$ cat src/vga_pkg.sv
// vga_pkg
// Video timing constants for 800x600 at 60 Hz with a 40 MHz pixel clock,
// and the counter and colour types shared by all stages.

package vga_pkg;

  // counter and colour types.
  typedef logic [10:0] hcount_t;  // pixel position in a line.
  typedef logic [10:0] vcount_t;  // line position in a frame.
  typedef logic [11:0] rgb_t;     // 4 bits per channel, r in the top nibble.

  // horizontal timing in pixel clocks.
  localparam hcount_t HTOTAL     = 11'd1056;
  localparam hcount_t HBLKSTART  = 11'd800;
  localparam hcount_t HSYNCSTART = 11'd840;
  localparam hcount_t HSYNCTIME  = 11'd128;

  // vertical timing in lines.
  localparam vcount_t VTOTAL     = 11'd628;
  localparam vcount_t VBLKSTART  = 11'd600;
  localparam vcount_t VSYNCSTART = 11'd601;
  localparam vcount_t VSYNCTIME  = 11'd4;

endpackage

$ cat src/draw_pkg.sv
// draw_pkg
// Rectangle size, palette and control FSM states for the drawing stages.

package draw_pkg;

  import vga_pkg::*;

  // rectangle size in pixels.
  localparam hcount_t RECT_W = 11'd64;
  localparam vcount_t RECT_H = 11'd48;

  // palette.
  localparam rgb_t COLOR_BORDER = 12'hfff;  // white.
  localparam rgb_t COLOR_TOP    = 12'h008;  // navy.
  localparam rgb_t COLOR_BOTTOM = 12'h040;  // dark green.
  localparam rgb_t COLOR_RECT   = 12'hf80;  // orange.
  localparam rgb_t COLOR_BLANK  = 12'h000;

  // frame_ctrl states.
  typedef enum logic {
    WAIT_FRAME,
    SHOW
  } ctrl_state_t;

endpackage

$ cat src/vga_if.sv
// vga_if
// Video bus between pipeline stages: counters, syncs, blanking and colour.

`timescale 1ns/10ps

interface vga_if import vga_pkg::*; ();

  hcount_t hcount;
  vcount_t vcount;
  logic    hsync;
  logic    vsync;
  logic    hblnk;
  logic    vblnk;
  rgb_t    rgb;

  // driving stage.
  modport out (
    output hcount, vcount, hsync, vsync, hblnk, vblnk, rgb
  );

  // receiving stage.
  modport in (
    input hcount, vcount, hsync, vsync, hblnk, vblnk, rgb
  );

endinterface

$ cat src/draw_bg.sv
// draw_bg
// Background painter. White one-pixel border, navy upper half, dark green
// lower half and black in blanking. One cycle of latency.

`timescale 1ns/10ps

module draw_bg import vga_pkg::*, draw_pkg::*; (
  input  logic clk,
  input  logic rst,
  vga_if.in    bg_in,
  vga_if.out   bg_out
);

  rgb_t rgb_nxt;
  logic border;

  assign border = (bg_in.hcount == '0) || (bg_in.hcount == HBLKSTART - 11'd1) ||
                  (bg_in.vcount == '0) || (bg_in.vcount == VBLKSTART - 11'd1);

  always_comb begin
    if (bg_in.hblnk || bg_in.vblnk) begin
      rgb_nxt = COLOR_BLANK;
    end else if (border) begin
      rgb_nxt = COLOR_BORDER;
    end else if (bg_in.vcount < (VBLKSTART >> 1)) begin
      rgb_nxt = COLOR_TOP;     // upper half.
    end else begin
      rgb_nxt = COLOR_BOTTOM;
    end
  end

  always_ff @(posedge clk) begin
    if (rst) begin
      bg_out.hcount <= '0;
      bg_out.vcount <= '0;
      bg_out.hsync  <= 1'b0;
      bg_out.vsync  <= 1'b0;
      bg_out.hblnk  <= 1'b0;
      bg_out.vblnk  <= 1'b0;
      bg_out.rgb    <= COLOR_BLANK;
    end else begin
      bg_out.hcount <= bg_in.hcount;
      bg_out.vcount <= bg_in.vcount;
      bg_out.hsync  <= bg_in.hsync;
      bg_out.vsync  <= bg_in.vsync;
      bg_out.hblnk  <= bg_in.hblnk;
      bg_out.vblnk  <= bg_in.vblnk;
      bg_out.rgb    <= rgb_nxt;
    end
  end

endmodule

$ cat src/draw_rect.sv
// draw_rect
// Overlays a fixed-size orange rectangle on the incoming picture.
// Position and enable come from frame_ctrl. One cycle of latency.

`timescale 1ns/10ps

module draw_rect import vga_pkg::*, draw_pkg::*; (
  input  logic    clk,
  input  logic    rst,
  vga_if.in       rect_in,
  vga_if.out      rect_out,
  input  hcount_t rect_x,
  input  vcount_t rect_y,
  input  logic    rect_en
);

  hcount_t dx;
  vcount_t dy;
  logic    in_x;
  logic    in_y;
  logic    hit;
  rgb_t    rgb_nxt;

  // offsets into the rectangle, only meaningful when non-negative.
  assign dx   = rect_in.hcount - rect_x;
  assign dy   = rect_in.vcount - rect_y;
  assign in_x = (rect_in.hcount >= rect_x) && (dx < RECT_W);
  assign in_y = (rect_in.vcount >= rect_y) && (dy < RECT_H);

  // blanking clips anything past the right or bottom edge.
  assign hit = rect_en && !rect_in.hblnk && !rect_in.vblnk && in_x && in_y;

  assign rgb_nxt = hit ? COLOR_RECT : rect_in.rgb;

  always_ff @(posedge clk) begin
    if (rst) begin
      rect_out.hcount <= '0;
      rect_out.vcount <= '0;
      rect_out.hsync  <= 1'b0;
      rect_out.vsync  <= 1'b0;
      rect_out.hblnk  <= 1'b0;
      rect_out.vblnk  <= 1'b0;
      rect_out.rgb    <= COLOR_BLANK;
    end else begin
      rect_out.hcount <= rect_in.hcount;
      rect_out.vcount <= rect_in.vcount;
      rect_out.hsync  <= rect_in.hsync;
      rect_out.vsync  <= rect_in.vsync;
      rect_out.hblnk  <= rect_in.hblnk;
      rect_out.vblnk  <= rect_in.vblnk;
      rect_out.rgb    <= rgb_nxt;
    end
  end

  // holds only if the background stage blacked out blanking as well.
  blank_is_black: assert property (
    @(posedge clk) disable iff (rst)
    (rect_out.hblnk || rect_out.vblnk) |-> (rect_out.rgb == COLOR_BLANK)
  ) else $error("non-black pixel during blanking");

endmodule

$ cat src/frame_ctrl.sv
// frame_ctrl
// Keeps the rectangle hidden until the first vertical blanking and loads
// a new position at every start of vertical blanking.

`timescale 1ns/10ps

module frame_ctrl import vga_pkg::*, draw_pkg::*; (
  input  logic    clk,
  input  logic    rst,
  vga_if.in       timing_in,
  input  hcount_t xpos,
  input  vcount_t ypos,
  output hcount_t rect_x,
  output vcount_t rect_y,
  output logic    rect_en
);

  ctrl_state_t state;
  ctrl_state_t state_nxt;
  logic        latch;

  // first pixel of the first blanked line.
  assign latch = (timing_in.hcount == '0) && (timing_in.vcount == VBLKSTART);

  always_comb begin
    state_nxt = state;
    if (state == WAIT_FRAME && latch) begin
      state_nxt = SHOW;
    end
  end

  always_ff @(posedge clk) begin
    if (rst) begin
      state  <= WAIT_FRAME;
      rect_x <= '0;
      rect_y <= '0;
    end else begin
      state <= state_nxt;
      if (latch) begin
        rect_x <= xpos;  // new frame position.
        rect_y <= ypos;
      end
    end
  end

  assign rect_en = (state == SHOW);

  // a new position shows up right after the rising edge of vblnk.
  rect_x_on_latch: assert property (
    @(posedge clk) disable iff (rst)
    $changed(rect_x) |-> $past(timing_in.vblnk) && !$past(timing_in.vblnk, 2)
  ) else $error("rect_x changed outside the start of vertical blanking");

endmodule

$ cat src/vga_timing.sv
// vga_timing
// Pixel and line counters for 800x600 with registered sync and blanking.
// Flags are decoded from the next count values so they line up with the
// counts they belong to.

`timescale 1ns/10ps

module vga_timing import vga_pkg::*; (
  input  logic clk,
  input  logic rst,
  vga_if.out   vgat_out
);

  hcount_t hcount_nxt;
  vcount_t vcount_nxt;
  logic    hsync_nxt;
  logic    vsync_nxt;
  logic    hblnk_nxt;
  logic    vblnk_nxt;

  // counter next values.
  always_comb begin
    hcount_nxt = vgat_out.hcount + 11'd1;
    vcount_nxt = vgat_out.vcount;
    if (vgat_out.hcount == HTOTAL - 11'd1) begin
      hcount_nxt = '0;  // end of line.
      if (vgat_out.vcount == VTOTAL - 11'd1) begin
        vcount_nxt = '0;
      end else begin
        vcount_nxt = vgat_out.vcount + 11'd1;
      end
    end
  end

  // vertical flags only move when vcount_nxt does, i.e. on the line wrap.
  always_comb begin
    hblnk_nxt = (hcount_nxt >= HBLKSTART);
    hsync_nxt = (hcount_nxt >= HSYNCSTART) && (hcount_nxt < HSYNCSTART + HSYNCTIME);
    vblnk_nxt = (vcount_nxt >= VBLKSTART);
    vsync_nxt = (vcount_nxt >= VSYNCSTART) && (vcount_nxt < VSYNCSTART + VSYNCTIME);
  end

  always_ff @(posedge clk) begin
    if (rst) begin
      vgat_out.hcount <= '0;
      vgat_out.vcount <= '0;
      vgat_out.hsync  <= 1'b0;
      vgat_out.vsync  <= 1'b0;
      vgat_out.hblnk  <= 1'b0;
      vgat_out.vblnk  <= 1'b0;
    end else begin
      vgat_out.hcount <= hcount_nxt;
      vgat_out.vcount <= vcount_nxt;
      vgat_out.hsync  <= hsync_nxt;
      vgat_out.vsync  <= vsync_nxt;
      vgat_out.hblnk  <= hblnk_nxt;
      vgat_out.vblnk  <= vblnk_nxt;
    end
  end

  // colour is added downstream.
  assign vgat_out.rgb = '0;

  hcount_in_range: assert property (
    @(posedge clk) disable iff (rst) vgat_out.hcount < HTOTAL
  ) else $error("hcount reached HTOTAL");

endmodule

$ cat src/vga_top.sv
// vga_top
// VGA video path. Timing, background, rectangle overlay and the frame
// control that moves the rectangle only between frames.

`timescale 1ns/10ps

module vga_top import vga_pkg::*; (
  input  logic    clk,
  input  logic    rst,
  input  hcount_t xpos,
  input  vcount_t ypos,
  output hcount_t hcount,
  output vcount_t vcount,
  output logic    hsync,
  output logic    vsync,
  output logic    hblnk,
  output logic    vblnk,
  output rgb_t    rgb
);

  hcount_t rect_x;
  vcount_t rect_y;
  logic    rect_en;

  vga_if timing_if ();  // timing to background.
  vga_if bg_if ();      // background to rectangle.
  vga_if rect_if ();    // rectangle to the pins.

  vga_timing u_vga_timing (
    .clk      (clk),
    .rst      (rst),
    .vgat_out (timing_if.out)
  );

  frame_ctrl u_frame_ctrl (
    .clk       (clk),
    .rst       (rst),
    .timing_in (timing_if.in),
    .xpos      (xpos),
    .ypos      (ypos),
    .rect_x    (rect_x),
    .rect_y    (rect_y),
    .rect_en   (rect_en)
  );

  draw_bg u_draw_bg (
    .clk    (clk),
    .rst    (rst),
    .bg_in  (timing_if.in),
    .bg_out (bg_if.out)
  );

  draw_rect u_draw_rect (
    .clk      (clk),
    .rst      (rst),
    .rect_in  (bg_if.in),
    .rect_out (rect_if.out),
    .rect_x   (rect_x),
    .rect_y   (rect_y),
    .rect_en  (rect_en)
  );

  assign hcount = rect_if.hcount;
  assign vcount = rect_if.vcount;
  assign hsync  = rect_if.hsync;
  assign vsync  = rect_if.vsync;
  assign hblnk  = rect_if.hblnk;
  assign vblnk  = rect_if.vblnk;
  assign rgb    = rect_if.rgb;

endmodule

$ cat config.mk
export PLATFORM = sky130hd
export DESIGN_NAME = vga_top
export DESIGN_NICKNAME = d
export VERILOG_FILES = /design/src/vga_pkg.sv /design/src/draw_pkg.sv /design/src/vga_if.sv /design/src/draw_bg.sv /design/src/draw_rect.sv /design/src/frame_ctrl.sv /design/src/vga_timing.sv /design/src/vga_top.sv
export SDC_FILE = /design/constraint.sdc
export NUM_CORES = 1
export LEC_CHECK = 0
export ABC_AREA = 1
export ABC_CLOCK_PERIOD_IN_PS = 1700
export BUFFER_PORTS_ARGS = -buffer_cell sky130_fd_sc_hd__buf_2
export CORE_UTILIZATION = 50
export DETAILED_ROUTE_END_ITERATION = 10
export MAX_ROUTING_LAYER = met4
export PLACE_DENSITY = 0.72
export SLEW_MARGIN = 20
export SYNTH_ARGS = -nofsm -noshare
export SYNTH_HDL_FRONTEND = slang
export SYNTH_HIERARCHICAL = 1
export SYNTH_SLANG_ARGS = --single-unit
export TNS_END_PERCENT = 5
$ cat constraint.sdc
create_clock -name clk -period 1.7 [get_ports clk]
set_input_delay 0.085 -clock clk [delete_from_list [all_inputs] [get_ports clk]]
set_output_delay 0.085 -clock clk [all_outputs]
set_load 0.01 [all_outputs]
======== Word level (Yosys, flattened, before mapping) ========
Index checks and enable logic that the tools add are counted.
storage, ports and cells
  flip-flop bits (word level) ............. 125
operators by class
  multiplexer cells ....................... 6
  $add $sub $neg .......................... 4
  reduce and logical (&&, ||, !) cells .... 20
  bitwise logic cells ..................... 1
  order comparisons ....................... 11
  equality and inequality tests ........... 5
operator list
  cell                                                                     count
  11-bit by 10-bit equality test with 1-bit output, second input constant  4
  11-bit by 10-bit >= comparator with 1-bit output, second input constant  4
  11-bit 2-to-1 mux                                                        3
  12-bit 2-to-1 mux                                                        2
  11-bit by 1-bit adder with 11-bit output, second input constant          2
  11-bit >= comparator                                                     2
  11-bit zero test                                                         2
  11-bit by 10-bit < comparator with 1-bit output, second input constant   2
  11-bit subtractor                                                        2
  11-bit equality test, second input constant                              1
  11-bit by 6-bit < comparator with 1-bit output, second input constant    1
  11-bit by 7-bit < comparator with 1-bit output, second input constant    1
  11-bit by 9-bit < comparator with 1-bit output, second input constant    1
  1-bit logical AND                                                        10
  7-bit 2-to-1 mux                                                         1
  1-bit logical OR                                                         4
  2-bit OR reduction                                                       2
  1-bit zero test                                                          2
  1-bit NOT                                                                1

======== Longest topological paths before layout ========
  word-level depth ........................ 6
  mapped depth ............................ 17
  gate-level depth less buffers ........... 17

======== Modules after synthesis ========
The synthesis kept the hierarchy.
modules (own cells, without submodules)
  module      cells an instance  area each (um2)  times used  sequential area each (um2)
  draw_rect   373                2,374.8          1           760.7
  vga_timing  256                1,602.8          1           520.5
  frame_ctrl  232                1,321.3          1           460.4
  draw_bg     144                1,087.3          1           580.6

======== Least setup slack after synthesis ========
Ideal clock, no wire load.
  kind .................................... flip-flop to flip-flop
  from .................................... register u_vga_timing.vgat_out.hcount[0]
  to ...................................... register u_vga_timing.vgat_out.vsync
  stages on the path, launching flop included .. 14
  library setup time ...................... 110 ps
  path buffers ............................ 1
  arrival time ............................ 1,735 ps
  setup slack ............................. -145 ps
  cells stage by stage .................... dfxtp_1 ha_1 nand2_2 nor2_2 nand2_2 nor2_4 buf_6 nor2_1 a21oi_1 nand3_1 nor2_2 nand2_1 nand3_1 nor2_1
between the ends
  longest elaborated chain between the ends .. 4
RTL lines
  what                                                                                                                        RTL line          RTL
  start: declaration                                                                                                          vga_if.sv:18      output hcount, vcount, hsync, vsync, hblnk, vblnk, rgb
  start signal: assignment                                                                                                    vga_timing.sv:52  vgat_out.hcount <= hcount_nxt;
  11-bit equality test *                                                                                                      vga_timing.sv:25  if (vgat_out.hcount == HTOTAL - 11'd1) begin
  11-bit 2-to-1 mux *                                                                                                         vga_timing.sv:25
  11-bit by 10-bit >= comparator with 1-bit output / 11-bit by 10-bit < comparator with 1-bit output (equally long branches)  vga_timing.sv:40  vsync_nxt = (vcount_nxt >= VSYNCSTART) && (vcount_nxt < VSYNCSTART + VSYNCTIME);
  1-bit logical AND *                                                                                                         vga_timing.sv:40
  end signal: assignment                                                                                                      vga_timing.sv:55  vgat_out.vsync <= vsync_nxt;
  end: declaration                                                                                                            vga_if.sv:18
Mark *: on every way between the ends. The rest lies on a longest branch, timed or not.
A chain may end at the register's enable or synchronous reset.

======== Worst setup path in the final report ========
  from .................................... register u_frame_ctrl.rect_y[5]
  to ...................................... register u_draw_rect.rect_out.rgb[0]
between the ends
  longest elaborated chain between the ends .. 5
RTL lines
  what                                            RTL line          RTL
  start: declaration                              frame_ctrl.sv:14  output vcount_t rect_y,
  start signal: assignment                        frame_ctrl.sv:41  rect_y <= ypos;
  11-bit subtractor                               draw_rect.sv:26   assign dy = rect_in.vcount - rect_y;
  11-bit by 6-bit < comparator with 1-bit output  draw_rect.sv:28   assign in_y = (rect_in.vcount >= rect_y) && (dy < RECT_H);
  1-bit logical AND *                             draw_rect.sv:28
  1-bit logical AND *                             draw_rect.sv:31   assign hit = rect_en && !rect_in.hblnk && !rect_in.vblnk && in_x && in_y;
  2-bit OR reduction (no source line) *           --
  end signal: assignment                          draw_rect.sv:51   rect_out.rgb <= rgb_nxt;
  end: declaration                                vga_if.sv:18
Marks and branches as above.

==> results.cfg <==
[outcome]
status = complete, but fails checks
failed_checks = negative setup slack

[cts]
h-tree-depth = 4
root_buffer = clkbuf_16
cts_tree = done
clk_latency_ns = 0.42
clk_pin_slew_worst_paths_ns = 0.06
clockBufferDepth = 2
cts_buffers = 17
clkSinkCount = 116

[sta]
holdWs_ns = 0.0301
fmax_ghz = 0.508
setup_viol = 15
rsz0062_at_grt = yes
maxSlewViolCount = 0
finalWorstSetupSlack_ns = -0.270
relSlewSlack_pct = 45.5
fin_crit_ns = 1.97
worst_slew_pin_slew_ns = 0.816
hold_violations = 0
fin_crit_sh_pct = 116
fin_skew_ns = 0.00567

[detailed_routing]
wl_per_cell_um = 12.3
drc_errors = 0
wirelength_um = 16200
viasPerCell = 4.65
dr.pass1.iters = 7
dr_total_vias = 6133
drt_iter0_drc = 341
ant_nets = 0

[worst_setup_path]
cp_slowest_stage_delay_ns = 0.33
end_kind = flip-flop
path_cells = inv_2 > ha_4 > nand2_1 > o21bai_1 > nand3_1 > xor2_1 > nor2_2 > nand4_4 > o21bai_4 > nor2_1
cp_top_family = simple AND/OR/NAND/NOR gates
cp_data_required_time_ns = 2.00
critical_path.max_fanout = 7
path_class = reg2reg
crit_slowest_cell = dfxtp_2
cp.arrival_ns = 2.28
critPathBufInv = 1
r2r_setup_slack_ns = -0.27
crit_path_start_kind = flip-flop

[power]
leakagePower_nw = 4.23
p_int_w = 0.00532
p_per_area_nw_per_um2 = 801
power_frac_comb_pct = 4.8
p_clk_share_pct = 54.6
pwr-share-seq_pct = 40.7
p_sw_share_pct = 21.9
ir_worst_vdd_mv = 0.709
totalPowerFinal_w = 0.00681
power_switching_w = 0.00149

[final_layout]
fill_cells = 1003
layout.cells.non_filler = 1319
syn_to_final_growth_pct = 35.2
utilization_pct = 70.0
nNetsFinal = 1188
n_antenna_cell = 0
drive_gt1_share_pct = 28.4

[floorplanning]
die_area_um2 = 13000
die_y_um = 114
rows = 40
initial_core_util_pct = 51.7
boundaryPins = 62
die_w_um = 114
core_area_um2 = 12200

[grt]
grt_use_total_pct = 27.0
grt_pass1_wl_um = 26400
overflow = 0
grt_pass1_vias = 5783
grt_max_degree = 85
antenna_found_initial = 0

[placed_design]
port_buffers = 61
dp_hpwl_um = 11100
place_ws_ns = -0.291
gp_congestion = 1.01
place_inst = 1278

[logic_synthesis]
synth_nets = 1040
avgSynthCellArea_um2 = 6.34
syn_inst = 992
syn_area_um2 = 6290
yosysWarningCount = 6

[min_path]
hold_class = in2reg

[run]
maxCapViolCount = 0
-- sequential cells by signal, summed over array words and instances, names as in the netlist --
register / count
u_draw_rect/rect_out.vcount: 11
u_vga_timing/vgat_out.vsync: 1
u_vga_timing/vgat_out.hblnk: 1
u_draw_bg/bg_out.hsync: 1
u_draw_bg/bg_out.vsync: 1
u_vga_timing/vgat_out.hcount: 11
u_vga_timing/vgat_out.vcount: 11
u_draw_bg/bg_out.hcount: 11
u_draw_rect/rect_out.hcount: 11
u_draw_rect/rect_out.vsync: 1
u_draw_rect/rect_out.hsync: 1
u_frame_ctrl/rect_en: 1
u_draw_bg/bg_out.vblnk: 1
u_draw_bg/bg_out.hblnk: 1
u_vga_timing/vgat_out.hsync: 1
u_draw_rect/rect_out.vblnk: 1
u_frame_ctrl/rect_x: 11
u_vga_timing/vgat_out.vblnk: 1
u_draw_rect/rect_out.rgb: 12
u_draw_bg/bg_out.vcount: 11
u_draw_rect/rect_out.hblnk: 1
u_frame_ctrl/rect_y: 11
u_draw_bg/bg_out.rgb: 3
-- cells in the final DEF, fill, tap and decap left out, types with 9 or more instances in the layout --
cell and count:
a21oi_1 11, buf_2 61, buf_4 81, clkbuf_16 17
dfxtp_1 91, dfxtp_2 23, dlygate4sd3_1 11, ha_4 18
inv_1 206, inv_2 23, nand2_1 204, nand2_2 31
nand3_1 70, nand3_2 9, nand4_1 11, nor2_1 183
nor2_2 15, nor2_4 9
-- layer usage --
metal | wire length [um] | GRT usage [%]
met5 | 0 | -
met4 | 257 | 8.48
met3 | 686 | 5.88
met2 | 8080 | 46.6
met1 | 7190 | 31.3
-- power groups by stage --
stage	logic, W	clock network, W	registers [W]
after global placement	0.000286	0	0.00283
after global routing	0.000365	0.00391	0.00277
after CTS	0.000316	0.00377	0.00277
final	0.000325	0.00372	0.00277
after floorplan	0.000185	0	0.00284
after detailed placement	0.000290	0	0.00283
-- final cells by class --
| class | instances | area (um2) | share of cell area (%) |
|---|---|---|---|
| Multi-Input combinational cell | 619 | 3370 | 39.6 |
| Sequential cell | 116 | 2360 | 27.7 |
| Timing Repair Buffer | 157 | 1100 | 13.0 |
| Inverter | 229 | 860 | 10.1 |
| Clock buffer | 17 | 425 | 5.00 |
| Tap cell | 168 | 210 | 2.47 |
| Clock inverter | 13 | 185 | 2.18 |
-- worst register-to-register path: cells and delay by family (launching register included) --
kind | cells | cell delay, ns
adders and majority gates | 1 | 0.23
xor gates and xnor gates | 1 | 0.19
buffers and inverters | 1 | 0.04
DFF | 1 | 0.33
and+or+nand+nor | 5 | 0.65
AOI/OAI and AO/OA | 2 | 0.40
-- stage by stage --
step	setup TNS (ns)	instance area [um2]
floorplan	-0.0920	6580
global placement	-2.73	7600
detailed placement	-3.44	7600
CTS	-2.64	8410
global route	-5.02	8510
finish	-3.23	8510
-- worst paths after layout --
kind | from | depth (start not counted) | end
hold reg to reg | u_draw_bg/bg_out.hsync | 2 | u_draw_rect/rect_out.hsync
setup / recovery | u_frame_ctrl/rect_y[5] | 10 | u_draw_rect/rect_out.rgb[0]
hold / removal | xpos[6] | 5 | u_frame_ctrl/rect_x[6]
setup reg to reg | u_frame_ctrl/rect_y[5] | 10 | u_draw_rect/rect_out.rgb[0]
-- what timing repair did --
action | in CTS | in global routing
buffers inserted | 0 | 0
endpoints found under the hold margin | 11 | 0
resized for setup | 34 | 35
setup endpoints to repair | 17 | 19
hold buffers | 11 | 0
pin swaps | 5 | 14
(Power assumes the default switching activity.)
